$ cat src/rv_isa_pkg.sv
/*
 * RV32I instruction word definitions for the fetch unit
 * Holds the opcodes the branch predictor looks at, the B-type and J-type
 * field layouts, and a packed union that reads one word both ways
 */
package rv_isa_pkg;

    // Raw 32-bit instruction as it comes back from instruction memory
    typedef logic [31:0] inst_t;

    typedef logic [6:0] opcode_t;  // Major opcode field, bits 6..0

    // Control transfer opcodes seen by the static predictor
    localparam opcode_t OPC_BRANCH = 7'b110_0011;  // BEQ, BNE, BLT, BGE, BLTU, BGEU
    localparam opcode_t OPC_JAL    = 7'b110_1111;  // Direct jump with 20-bit offset
    localparam opcode_t OPC_JALR   = 7'b110_0111;  // Indirect jump, target needs rs1

    // Canonical NOP, addi x0, x0, 0
    localparam inst_t INST_NOP = 32'h0000_0013;

    // B-type layout
    // The offset is scattered so that the sign always sits in bit 31
    typedef struct packed {
        logic       imm12;    // Offset bit 12, sign
        logic [5:0] imm10_5;  // Offset bits 10..5
        logic [4:0] rs2;
        logic [4:0] rs1;
        logic [2:0] funct3;   // Compare kind
        logic [3:0] imm4_1;   // Offset bits 4..1
        logic       imm11;    // Offset bit 11
        opcode_t    opcode;
    } b_fmt_t;

    // J-type layout
    // Offset bits are shuffled as well, bit 0 is implied zero
    typedef struct packed {
        logic       imm20;     // Offset bit 20, sign
        logic [9:0] imm10_1;   // Offset bits 10..1
        logic       imm11;     // Offset bit 11
        logic [7:0] imm19_12;  // Offset bits 19..12
        logic [4:0] rd;        // Link register
        opcode_t    opcode;
    } j_fmt_t;

    // One fetched word viewed as raw bits, as a branch or as a jump
    // All three views are 32 bits wide and share the opcode position
    typedef union packed {
        inst_t  raw;
        b_fmt_t b;
        j_fmt_t j;
    } rv_inst_u;

endpackage

$ cat src/ifu_pkg.sv
/*
 * Fetch unit address definitions
 * Address type, the PC taken after reset and the sequential fetch step
 */
package ifu_pkg;

    localparam int unsigned ADDR_W = 32;  // Byte address width

    // Instruction fetch address, always byte based
    typedef logic [ADDR_W-1:0] addr_t;

    // First fetch address once reset is released
    localparam addr_t RESET_VECTOR = 32'h0000_0080;

    // No compressed instructions, so every step is one full word
    localparam addr_t INST_BYTES = 32'd4;

endpackage

$ cat src/sbpu.sv
/*
 * Static branch predictor
 * Backward conditional branches and every JAL are predicted taken,
 * JALR never is. Purely combinational on the fetched word and its PC
 */
module sbpu (
    input  rv_isa_pkg::inst_t inst_i,          // Word returned by instruction memory
    input  ifu_pkg::addr_t    pc_i,            // Address that word was fetched from
    output logic              branch_taken_o,  // Prediction, not gated by valid
    output ifu_pkg::addr_t    branch_addr_o    // Predicted target
);

    import rv_isa_pkg::*;
    import ifu_pkg::*;

    rv_inst_u inst_u;  // Same bits, read as branch or as jump
    logic     is_branch;
    logic     is_jal;
    addr_t    b_imm;   // Sign-extended branch offset
    addr_t    j_imm;   // Sign-extended jump offset
    addr_t    target;

    assign inst_u = rv_inst_u'(inst_i);

    // Opcode sits in the same place for both views
    assign is_branch = (inst_u.b.opcode == OPC_BRANCH);
    assign is_jal    = (inst_u.j.opcode == OPC_JAL);

    // Reassemble the scattered immediates, bit 0 is always zero
    always_comb begin
        b_imm = {{20{inst_u.b.imm12}}, inst_u.b.imm11, inst_u.b.imm10_5,
                 inst_u.b.imm4_1, 1'b0};
        j_imm = {{12{inst_u.j.imm20}}, inst_u.j.imm19_12, inst_u.j.imm11,
                 inst_u.j.imm10_1, 1'b0};
    end

    // Loops close backwards, so a negative branch offset is guessed taken
    // A JAL always jumps
    assign branch_taken_o = (is_branch & b_imm[ADDR_W-1]) | is_jal;

    always_comb begin
        case (inst_u.b.opcode)
            OPC_BRANCH: target = pc_i + b_imm;  // Computed even for forward branches
            OPC_JAL:    target = pc_i + j_imm;
            // JALR lands here too, its base register is not known at fetch
            default:    target = pc_i;  // Not a predicted control transfer
        endcase
    end

    assign branch_addr_o = target;

endmodule

$ cat src/ifu_pc_gen.sv
/*
 * Fetch PC generator
 * Keeps the next fetch address and issues one memory request per cycle.
 * Redirect wins over an applied prediction, which wins over stall replay
 */
module ifu_pc_gen (
    input  logic           clk,
    input  logic           arst_n_i,
    input  logic           redirect_i,     // Pulse from execute
    input  ifu_pkg::addr_t redirect_pc_i,  // Corrected fetch address
    input  logic           pred_apply_i,   // Accepted taken prediction
    input  ifu_pkg::addr_t pred_target_i,  // Predicted target address
    input  logic           stall_i,        // Decode holds its input
    input  ifu_pkg::addr_t hold_pc_i,      // PC of the word decode is holding
    output logic           req_o,          // Memory request strobe
    output ifu_pkg::addr_t pc_o            // Memory request address
);

    import ifu_pkg::*;

    logic  req_q;  // Goes high one edge after reset and stays high
    addr_t pc_q;   // Next address on the sequential or steered path
    addr_t pc_d;

    // Next address on the fetch path
    always_comb begin
        if (redirect_i) begin
            pc_d = redirect_pc_i;  // Execute knows best
        end else if (pred_apply_i) begin
            pc_d = pred_target_i;  // Steer onto the predicted path
        end else if (stall_i || !req_q) begin
            pc_d = pc_q;  // Nothing consumed, keep the address for later
        end else begin
            pc_d = pc_q + INST_BYTES;
        end
    end

    always_ff @(posedge clk or negedge arst_n_i) begin
        if (!arst_n_i) begin
            req_q <= 1'b0;
            pc_q  <= RESET_VECTOR;
        end else begin
            req_q <= 1'b1;
            pc_q  <= pc_d;
        end
    end

    assign req_o = req_q;

    // While decode is stalled the held word is requested again, so memory
    // keeps returning it and the response stage never sees the next word
    // The sequential address stays in pc_q until the stall drops
    assign pc_o = stall_i ? hold_pc_i : pc_q;

    // Holds for redirect targets, predicted targets and replays alike
    a_req_aligned: assert property (
        @(posedge clk) disable iff (!arst_n_i)
        req_o |-> (pc_o[1:0] == 2'b00)
    ) else $error("Fetch request to unaligned address %h", pc_o);

endmodule

$ cat src/ifu_resp_stage.sv
/*
 * Fetch response stage
 * Tracks the request that is in flight to memory, kills words fetched on
 * a wrong path, and presents the returning word and its PC to decode
 */
module ifu_resp_stage (
    input  logic              clk,
    input  logic              arst_n_i,
    input  logic              req_i,         // Request issued this cycle
    input  ifu_pkg::addr_t    req_pc_i,      // Its address
    input  rv_isa_pkg::inst_t rdata_i,       // Word for last cycle's request
    input  logic              redirect_i,    // Kills the request issued now
    input  logic              stall_i,       // Decode does not accept
    input  logic              pred_taken_i,  // Raw prediction for rdata_i
    output logic              valid_o,       // Word on inst_o is on the right path
    output ifu_pkg::addr_t    pc_o,          // Its PC
    output rv_isa_pkg::inst_t inst_o,
    output logic              pred_apply_o   // Steer fetch to the target
);

    import ifu_pkg::*;

    logic  valid_q;  // The request now answered by memory is still wanted
    addr_t pc_q;     // Address of that request
    logic  pred_apply;

    // A prediction only counts for a live word that decode takes this cycle
    assign pred_apply = valid_q & ~stall_i & pred_taken_i;

    always_ff @(posedge clk or negedge arst_n_i) begin
        if (!arst_n_i) begin
            valid_q <= 1'b0;
            pc_q    <= RESET_VECTOR;
        end else if (redirect_i) begin
            // Request going out now is on the old path
            valid_q <= 1'b0;
            if (!stall_i) begin
                pc_q <= req_pc_i;
            end
        end else if (!stall_i) begin
            // The sequential request issued alongside a taken prediction is dropped
            valid_q <= req_i & ~pred_apply;
            pc_q    <= req_pc_i;
        end
        // Under stall the replayed request carries the same PC, keep everything
    end

    assign valid_o      = valid_q;
    assign pc_o         = pc_q;
    assign inst_o       = rdata_i;  // Memory answers exactly one cycle later
    assign pred_apply_o = pred_apply;

    // The word fetched in a redirect cycle must never reach decode
    a_redirect_kill: assert property (
        @(posedge clk) disable iff (!arst_n_i)
        redirect_i |=> !valid_o
    ) else $error("Wrong-path word valid after redirect");

    // Decode relies on a frozen PC while it holds the word
    a_stall_pc_stable: assert property (
        @(posedge clk) disable iff (!arst_n_i)
        (stall_i && valid_o) |=> $stable(pc_o)
    ) else $error("pc_o changed under stall");

endmodule

$ cat src/ifu_top.sv
/*
 * Instruction fetch unit
 * Two-stage front end of an RV32I core with a static branch predictor.
 * Drives a synchronous instruction memory and feeds decode
 */
module ifu_top (
    input  logic              clk,
    input  logic              arst_n_i,
    // Instruction memory
    output logic              imem_req_o,
    output ifu_pkg::addr_t    imem_addr_o,
    input  rv_isa_pkg::inst_t imem_rdata_i,   // Word for last cycle's address
    // Decode
    input  logic              stall_i,
    // Execute
    input  logic              redirect_i,
    input  ifu_pkg::addr_t    redirect_pc_i,
    // To decode
    output logic              inst_valid_o,
    output rv_isa_pkg::inst_t inst_o,
    output ifu_pkg::addr_t    pc_o,
    output logic              pred_taken_o,   // Raw predictor output
    output ifu_pkg::addr_t    pred_target_o
);

    import rv_isa_pkg::*;
    import ifu_pkg::*;

    logic  fetch_req;    // Request strobe from the PC generator
    addr_t fetch_pc;     // Request address
    logic  resp_valid;   // Returning word is on the right path
    addr_t resp_pc;      // PC of the returning word
    inst_t resp_inst;
    logic  pred_taken;
    addr_t pred_target;
    logic  pred_apply;   // Prediction accepted together with its word

    ifu_pc_gen i_ifu_pc_gen (
        .clk           (clk),
        .arst_n_i      (arst_n_i),
        .redirect_i    (redirect_i),
        .redirect_pc_i (redirect_pc_i),
        .pred_apply_i  (pred_apply),
        .pred_target_i (pred_target),
        .stall_i       (stall_i),
        .hold_pc_i     (resp_pc),  // Replay source while decode stalls
        .req_o         (fetch_req),
        .pc_o          (fetch_pc)
    );

    ifu_resp_stage i_ifu_resp_stage (
        .clk          (clk),
        .arst_n_i     (arst_n_i),
        .req_i        (fetch_req),
        .req_pc_i     (fetch_pc),
        .rdata_i      (imem_rdata_i),
        .redirect_i   (redirect_i),
        .stall_i      (stall_i),
        .pred_taken_i (pred_taken),
        .valid_o      (resp_valid),
        .pc_o         (resp_pc),
        .inst_o       (resp_inst),
        .pred_apply_o (pred_apply)
    );

    sbpu i_sbpu (
        .inst_i         (resp_inst),
        .pc_i           (resp_pc),
        .branch_taken_o (pred_taken),
        .branch_addr_o  (pred_target)
    );

    assign imem_req_o    = fetch_req;
    assign imem_addr_o   = fetch_pc;
    assign inst_valid_o  = resp_valid;
    assign inst_o        = resp_inst;
    assign pc_o          = resp_pc;
    assign pred_taken_o  = pred_taken;
    assign pred_target_o = pred_target;

endmodule

$ cat config.mk
export PLATFORM = sky130hd
export DESIGN_NAME = ifu_top
export DESIGN_NICKNAME = d
export VERILOG_FILES = /design/src/rv_isa_pkg.sv /design/src/ifu_pkg.sv /design/src/sbpu.sv /design/src/ifu_pc_gen.sv /design/src/ifu_resp_stage.sv /design/src/ifu_top.sv
export SDC_FILE = /design/constraint.sdc
export NUM_CORES = 1
export LEC_CHECK = 0
export ABC_CLOCK_PERIOD_IN_PS = 5170
export BUFFER_PORTS_ARGS = -buffer_cell sky130_fd_sc_hd__buf_2
export CORE_UTILIZATION = 43
export CTS_BUF_LIST = sky130_fd_sc_hd__clkbuf_4 sky130_fd_sc_hd__clkbuf_8
export CTS_CLUSTER_DIAMETER = 50
export CTS_CLUSTER_SIZE = 30
export DETAILED_ROUTE_END_ITERATION = 8
export MAX_ROUTING_LAYER = met4
export PLACE_DENSITY = 0.69
export SKIP_LAST_GASP = 1
export SYNTH_ARGS = -nofsm -noshare
export SYNTH_HDL_FRONTEND = slang
export SYNTH_HIERARCHICAL = 1
export SYNTH_SLANG_ARGS = --single-unit
$ cat constraint.sdc
create_clock -name clk -period 5.17 [get_ports clk]
set_clock_uncertainty 0.1 [all_clocks]
set_input_delay 0.517 -clock clk [delete_from_list [all_inputs] [get_ports clk]]
set_output_delay 0.517 -clock clk [all_outputs]
set_load 0.01 [all_outputs]
==> impl_results.md, run 1 <==
- Run status: finished, final reports clean
- Xor and xnor fraction of the mapped netlist area: 0.0585
- Element type at the critical path start: primary input
- # setup viols final: 0
- Cell types occupying the most area after synthesis: sky130_fd_sc_hd__dfrtp_1, sky130_fd_sc_hd__ha_1, sky130_fd_sc_hd__o21ai_0
- Achievable frequency: between 0.2 and 0.25 GHz
- Total routed wirelength: approximately 21000 microns
- P_leak: about 3.6 nW
- Routability Congestion: roughly 0.91
- Total standard cell area after synthesis: 6590 sq um
- Part of the power in the clock network: 0.175
- Max-capacitance violation count: 0
- Clock Tree Root: sky130_fd_sc_hd__clkbuf_8
- Number of synthesis warnings: 6
- Cell type contributing the most total cell area after synthesis: sky130_fd_sc_hd__dfrtp_1
- Clock transition at the registers of the reported paths: ~0.08 ns
- Clock tree from TritonCTS: built
- Count of nets left with antenna violations after detail routing: 0
- Maximum fanout along the worst path: 15
- Die width: between 100 and 150 microns
- Clock sink count: between 60 and 70
- Detailed router's first-iteration violation count: approximately 440
- Hpwl dp: roughly 17000 microns
- Final Hold Violating Endpoints: 0
- Depth of the worst register-to-register path: 11
- Ant diodes: 0
- Unrepaired setup endpoints after global routing: false
- Worst slew margin relative to its limit: 0.323
- Number of synthesized flops with an enable pin: 0
- Via count of the first global-routing pass: around 6000
- H-tree levels: 3
- Antenna violations before repair: 0
- Boundary pin count: between 150 and 200
- Path type of the worst min-delay path: primary input to asynchronous set/reset pin
- Net count after synthesis: between 800 and 900
- Crit path arrival time: about 4.1 ns
- Routed wire length per instance: around 19 microns
- First-pass GRT wire length: 33500 microns
- Fraction of the mapped netlist area in compound gates: 0.226
- Sequential Power Share: 0.298
- Worst-margin pin slew: 1.01 ns
- Worst ir drop on vdd: around 0.19 mV
- Core Area: ~15000 sq um
- Power per Cell Area: roughly 340 nW/um^2
- Post-Synth Simple-Gate Area: 0.174
- Detailed-route vias per instance: just under 6
- Avg Inst Size Synth: between 8 and 9 sq um
- Total Neg Setup Slack: 0 ns
- Count of cells resized by post-cts repair: 0
- Final layout net count: 1029
- CTS max path bufs: 2
- Number of clock buffers inserted by TritonCTS: 9
- Mux share of post-synthesis cell area: 0.140
- Sequential cell area fraction in the yosys report: 0.251
- Category of the worst setup path capture point: output pin
- Net switching power figure: 0.00113 W
- Layout cell share with drive strength beyond 1: 0.332
- Min cycle time layout: roughly 4.8 ns
- Critical path class: primary input to output pin
- FP Rows: 44
- Total grt overflow: 0
- Flops & latches, synth: 66
- Portion of the clock cycle consumed by the worst path in the final layout: 0.920
- Post-route DRC violation count: 0
- Int Power: 0.00143 W
- Largest net degree at the start of global routing: 74
- Post-route non-filler standard cell count: between 1000 and 1500
- Insertion delay to the later sink of the worst-skew pair: between 0.3 and 0.4 ns
- Dominant combinational cell family by area after synthesis: compound AO/OA/AOI/OAI gates
- Placed Cells incl. Taps: roughly 1100
- Launch instance of the worst register-to-register path: i_ifu_resp_stage/pc_o[6]
- Slack of the worst reg-to-reg path: approximately 1.8 ns
- Count of buffers inserted at the top-level ports: a little under 200
- Portion of synthesized cell area occupied by the leading cell type: 0.243
- Max-slew violation count: 0
- CTS Hold Buffers Added: 0
- Required time at the endpoint of the critical path: between 4 and 5 ns
- Die height: about 130 microns
- Synthesized instance count: around 790
- Die footprint: 15800 sq um
- Post-CTS Setup Bufs: 0
- Arithmetic-cell share of the synthesized area counting full adders, half adders and majority gates: 0.0676
- Via Count: between 6000 and 7000
- Initial standard-cell utilization of the core: 0.446
- Proportion of total power due to net switching: 0.443
- Predominant post-synthesis flop cell: sky130_fd_sc_hd__dfrtp_1
- P&R area growth vs syn: 15.8%
- Overall global routing resource usage: 0.280
- Endpoint of the worst register-to-register path: i_ifu_pc_gen/pc_q[25]
- Synth cell types: 78
- First-pass detailed-route iteration total: 5
- Comb pwr share: 0.527
- Synth async-reset ratio: 1.00
==> sequential cells by signal, indices dropped and copies added, names as in the netlist <==
signal,flops
i_ifu_resp_stage/pc_o,32
i_ifu_resp_stage/valid_o,1
i_ifu_pc_gen/req_o,1
i_ifu_pc_gen/pc_q,32
==> power groups by stage <==
stage | clock, W | sequential (W) | combinational (W)
global route | 0.000481 | 0.000777 | 0.00148
CTS | 0.000458 | 0.000763 | 0.00134
detailed placement | 0 | 0.000773 | 0.00133
global placement | 0 | 0.000768 | 0.00133
finish | 0.000448 | 0.000764 | 0.00135
floorplan | 0 | 0.000731 | 0.000904
==> layout make-up <==
class                   instances  area [sq um]
well taps                     184           230
clock inverters                 5          53.8
multi-input cells             622          4400
fillers                      1440          7130
inverters                      17          63.8
repair buffers                210          1080
flip-flops and latches         66          1650
clock buffers                  11           145
==> routing by layer <==
| layer | track usage | vias to the layer above | wire length (microns) |
|---|---|---|---|
| li1 | - | 3116 | - |
| met1 | 0.349 | 3027 | 9190 |
| met2 | 0.454 | 356 | 9870 |
| met3 | 0.0565 | 47 | 1660 |
| met4 | 0.0879 | 0 | 649 |
| met5 | - | - | 0 |
==> cell usage after synthesis, types with 8 or more instances <==
cell type,n
sky130_fd_sc_hd__mux2i_1,12
sky130_fd_sc_hd__mux2_4,27
sky130_fd_sc_hd__nor3_1,17
sky130_fd_sc_hd__xnor2_1,30
sky130_fd_sc_hd__nand4_1,22
sky130_fd_sc_hd__a22oi_1,9
sky130_fd_sc_hd__mux2_2,35
sky130_fd_sc_hd__clkbuf_1,39
sky130_fd_sc_hd__nor2b_1,8
sky130_fd_sc_hd__nand3_1,20
sky130_fd_sc_hd__buf_4,33
sky130_fd_sc_hd__o21ai_0,82
sky130_fd_sc_hd__dfrtp_1,64
sky130_fd_sc_hd__xor2_1,14
sky130_fd_sc_hd__a21o_1,22
sky130_fd_sc_hd__nand2_1,94
sky130_fd_sc_hd__ha_1,34
sky130_fd_sc_hd__nor2_1,34
sky130_fd_sc_hd__a21oi_1,53
sky130_fd_sc_hd__inv_1,17
==> placed cells by master (no fill, tap or decap), types with 4 or more instances in the layout <==
master and n:
sky130_fd_sc_hd__clkbuf_8 10, sky130_fd_sc_hd__ha_1 34, sky130_fd_sc_hd__nand3_1 20, sky130_fd_sc_hd__o21bai_1 4, sky130_fd_sc_hd__mux2_4 27, sky130_fd_sc_hd__nand2b_1 4, sky130_fd_sc_hd__o31ai_1 5, sky130_fd_sc_hd__nand2_1 94
sky130_fd_sc_hd__nand4_1 22, sky130_fd_sc_hd__a21o_1 22, sky130_fd_sc_hd__a21oi_1 53, sky130_fd_sc_hd__o21a_1 4, sky130_fd_sc_hd__nor3_1 17, sky130_fd_sc_hd__buf_2 197, sky130_fd_sc_hd__or2_2 4, sky130_fd_sc_hd__nor2b_1 8
sky130_fd_sc_hd__o211ai_1 6, sky130_fd_sc_hd__mux2_2 35, sky130_fd_sc_hd__a22oi_1 9, sky130_fd_sc_hd__and3_1 7, sky130_fd_sc_hd__xnor2_1 30, sky130_fd_sc_hd__inv_1 17, sky130_fd_sc_hd__o22ai_1 5, sky130_fd_sc_hd__or4_1 4
sky130_fd_sc_hd__mux2i_1 12, sky130_fd_sc_hd__dfrtp_1 64, sky130_fd_sc_hd__buf_4 13, sky130_fd_sc_hd__o21ai_0 82, sky130_fd_sc_hd__xor2_1 14, sky130_fd_sc_hd__nor2_1 33, sky130_fd_sc_hd__a31oi_1 7
==> through the flow <==
stage               instance area [sq um]  total power (W)  hold slack, ns   util  setup slack [ns]
floorplan                            6590          0.00163           0.121      -             0.792
global placement                     7430          0.00209           0.449  0.504             0.501
detailed placement                   7430          0.00210           0.455  0.504             0.391
CTS                                  7630          0.00256           0.261  0.517             0.383
global route                         7630          0.00274           0.276  0.517             0.116
finish                               7630          0.00256           0.256  0.517             0.415
==> kinds of logic (layout without fill, tap and decap cells) <==
| kind of cell | Yosys count | in the layout |
|---|---|---|
| AOI/OAI and AO/OA | 234 | 234 |
| xor gates and xnor gates | 44 | 44 |
| adders and majority gates | 35 | 35 |
| buffers and inverters | 97 | 243 |
| DFF | 66 | 66 |
| muxes | 74 | 74 |
| other | 1 | 1 |
| and+or+nand+nor | 234 | 234 |
==> worst max path at each step <==
stage | startpoint | to | slack [ns] | cells after the start
after CTS | imem_rdata_i[4] | pred_target_o[31] | 0.38 | 16
after global routing | imem_rdata_i[4] | pred_target_o[19] | 0.12 | 17
after global placement | imem_rdata_i[4] | pred_target_o[19] | 0.50 | 17
after floorplan | imem_rdata_i[4] | pred_target_o[17] | 0.79 | 14
after detailed placement | imem_rdata_i[4] | pred_target_o[31] | 0.39 | 16
final | imem_rdata_i[4] | pred_target_o[31] | 0.41 | 16
==> critical path: stages <==
cell	delay, ns
sky130_fd_sc_hd__buf_2	0.10
sky130_fd_sc_hd__nor2b_1	0.10
sky130_fd_sc_hd__nand4_1	0.14
sky130_fd_sc_hd__nor2_1	0.13
sky130_fd_sc_hd__buf_4	0.22
sky130_fd_sc_hd__mux2_2	0.35
sky130_fd_sc_hd__ha_1	0.21
sky130_fd_sc_hd__fa_1	0.40
sky130_fd_sc_hd__a21o_1	0.22
sky130_fd_sc_hd__a221oi_2	0.32
sky130_fd_sc_hd__o41a_1	0.27
sky130_fd_sc_hd__nand3_1	0.15
sky130_fd_sc_hd__and3_1	0.18
sky130_fd_sc_hd__a211oi_1	0.47
sky130_fd_sc_hd__xnor2_1	0.20
sky130_fd_sc_hd__buf_2	0.16
Note: power is estimated with default switching activity, not from simulation.
==> run 2, diff against run 1 <==
--- a/config.mk
+++ b/config.mk
@@ -5,7 +5,7 @@
 export SDC_FILE = /design/constraint.sdc
 export NUM_CORES = 1
 export LEC_CHECK = 0
-export ABC_CLOCK_PERIOD_IN_PS = 5170
+export ABC_CLOCK_PERIOD_IN_PS = 4650
 export BUFFER_PORTS_ARGS = -buffer_cell sky130_fd_sc_hd__buf_2
 export CORE_UTILIZATION = 43
 export CTS_BUF_LIST = sky130_fd_sc_hd__clkbuf_4 sky130_fd_sc_hd__clkbuf_8
@@ -13,7 +13,7 @@
 export CTS_CLUSTER_SIZE = 30
 export DETAILED_ROUTE_END_ITERATION = 8
 export MAX_ROUTING_LAYER = met4
-export PLACE_DENSITY = 0.69
+export PLACE_DENSITY = 0.67
 export SKIP_LAST_GASP = 1
 export SYNTH_ARGS = -nofsm -noshare
 export SYNTH_HDL_FRONTEND = slang
==> constraint.sdc (replaced) <==
create_clock -name clk -period 4.65 [get_ports clk]
set_clock_uncertainty 0.1 [all_clocks]
set_input_delay 0.465 -clock clk [delete_from_list [all_inputs] [get_ports clk]]
set_output_delay 0.465 -clock clk [all_outputs]
set_load 0.01 [all_outputs]
==> impl_results.md, run 2 (synthesis gave the netlist of run 1 again) <==
- Antenna violations before repair: 0
- Path type of the worst min-delay path: primary input to asynchronous set/reset pin
- Routed wire length per instance: about 19 microns
- Critical Path Max Stage Delay: roughly 0.57 ns
- P&R area growth vs syn: 17.5%
- Detailed-route vias per instance: around 5.8
- Worst-margin pin slew: 1.06 ns
- Post-layout instance area: slightly below 8000 sq um
- Detailed router's first-iteration violation count: 436
- Initial standard-cell utilization of the core: 0.446
- Via Count: 6493
- CTS max path bufs: 2
- Post-DP Area: around 7500 sq um
- Insertion delay to the later sink of the worst-skew pair: about 0.36 ns
- Power per Cell Area: ~390 nW/um^2
- Die height: ~130 microns
- Fill cell total of the finished layout: around 1500
- Crit path arrival time: 3.89 ns
- Total Neg Setup Slack: 0 ns
- Ant diodes: 0
- Depth of the worst register-to-register path: 10
- Max-capacitance violation count: 0
- Clock transition at the registers of the reported paths: about 0.070 ns
- Max-slew violation count: 0
- Min cycle time layout: around 4.5 ns
- Critical path class: primary input to output pin
- H-tree levels: 3
- Clock tree from TritonCTS: built
- Element type at the critical path start: primary input
- Unrepaired setup endpoints after global routing: true
- Commonest non-fill, non-tap cells in the layout: sky130_fd_sc_hd__buf_2, sky130_fd_sc_hd__nand2_1, sky130_fd_sc_hd__o21ai_0, sky130_fd_sc_hd__dfrtp_1, sky130_fd_sc_hd__a21oi_1
- Final Hold Violating Endpoints: 0
- Count of nets left with antenna violations after detail routing: 0
- Slack of the worst reg-to-reg path: roughly 1.4 ns
- Total routed wirelength: 21300 microns
- Worst slew margin relative to its limit: 0.292
- Maximum fanout along the worst path: 5
- Boundary pin count: about 200
- CTS Hold Buffers Added: 0
- Most common cell after layout, fill and taps aside: sky130_fd_sc_hd__buf_2
- Total grt overflow: 0
- Category of the worst setup path capture point: output pin
- Hpwl dp: 16600 microns
- Via count of the first global-routing pass: around 6000
- Core Area: 14800 sq um
- Library cell contributing the largest single delay on the critical path: sky130_fd_sc_hd__or4_4
- First-pass detailed-route iteration total: 5
- Clock sink count: 66
- Number of clock buffers inserted by TritonCTS: 9
- First-pass GRT wire length: between 30000 and 40000 microns
- Overall global routing resource usage: 0.274
- Run status: finished, final reports clean
- Required time at the endpoint of the critical path: 4.09 ns
- FP Rows: 44
- Layout cell share with drive strength beyond 1: 0.337
- Clock Tree Root: sky130_fd_sc_hd__clkbuf_8
- Worst ir drop on vdd: between 0.2 and 0.25 mV
- Portion of the clock cycle consumed by the worst path in the final layout: 0.957
- Die footprint: about 16000 sq um
- Cell type with the highest occurrence count on the critical path: sky130_fd_sc_hd__buf_2
- Post-route DRC violation count: 0
- Die width: around 130 microns
- Achievable frequency: ~0.22 GHz
- Final layout net count: between 1000 and 1500
- Count of buffers inserted at the top-level ports: about 200
- P_leak: 3.63 nW
- Routability Congestion: roughly 0.93
- Largest net degree at the start of global routing: 62
- # setup viols final: 0
- Cells along the critical path: buf_2, nor2b_1, nand4_1, nor2_1, buf_4, mux2_2, ha_1, and3_1, a221oi_4, or4_4, a2111oi_4, o31ai_2, xor2_1, o21ai_1, buf_2
==> run 2: cell count changes in the layout (fill, tap and decap cells not counted), sizes merged <==
cell	delta
buf	+6
bufinv	+2
clkinv	-2
==> run 2: worst paths after layout <==
check / to / from
max: pred_target_o[29] / imem_rdata_i[6]
min: i_ifu_resp_stage/pc_o[0] / arst_n_i
max reg2reg: i_ifu_pc_gen/pc_q[25] / i_ifu_resp_stage/pc_o[6]
min reg2reg: i_ifu_pc_gen/pc_q[31] / i_ifu_pc_gen/pc_q[31]
max in group asynchronous: i_ifu_pc_gen/pc_q[18] / arst_n_i
min in group clk: i_ifu_pc_gen/pc_q[1] / redirect_pc_i[1]
==> run 2: stage by stage <==
step                hold WS, ns  instances  worst slack (ns)  total power [W]   util
floorplan                0.0694        785             0.376          0.00182      -
global placement          0.438       1104             0.137          0.00233  0.506
detailed placement        0.445       1104             0.103          0.00234  0.506
CTS                       0.179       1120            0.0850          0.00297  0.523
global route              0.210       1121           -0.0797          0.00317  0.525
finish                    0.145       1121             0.199          0.00299  0.525
==> run 2: routing by layer <==
layer  track usage  up-vias  share of wire  wire [microns]
li1              -     3136              -               -
met1         0.351     3053           0.46            9750
met2         0.435      270           0.46            9700
met3        0.0433       34          0.053            1140
met4         0.105        0          0.034             715
met5             -        -              0               0
==> run 2: repair_timing <==
item / 4_1_cts / 5_1_grt
setup buffers: 0 / 1
hold endpoints to repair: 0 / 0
endpoints found under the setup margin: 0 / 8
resized for setup: 0 / 5
==> run 2: worst max-delay path, delay by kind of cell <==
family	cells	cell delay [ns]
buffers and inverters	3	0.45
AND/OR/NAND/NOR	5	1.23
adder cells (fa/ha/maj)	1	0.36
XOR/XNOR	1	0.15
AO/OA/AOI/OAI	4	0.90
multiplexers	1	0.34
==> run 2: power breakdown <==
part	internal [W]	switching (W)	total [W]	leakage, nW
clock	0.000384	0.000233	0.000617	0.129
sequential	0.000672	0.000170	0.000842	0.750
combinational	0.000660	0.000867	0.00153	2.76
total	0.00172	0.00127	0.00299	3.63
==> run 2: cell type report <==
type	instances	area (sq um)	share of cell area
Clock buffer	11	151	0.0196
Timing Repair Buffer	216	1130	0.146
Tap cell	184	230	0.0297
Inverter	17	63.8	0.00824
Clock inverter	5	100	0.0129
Multi-Input combinational cell	622	4410	0.570
Sequential cell	66	1650	0.214
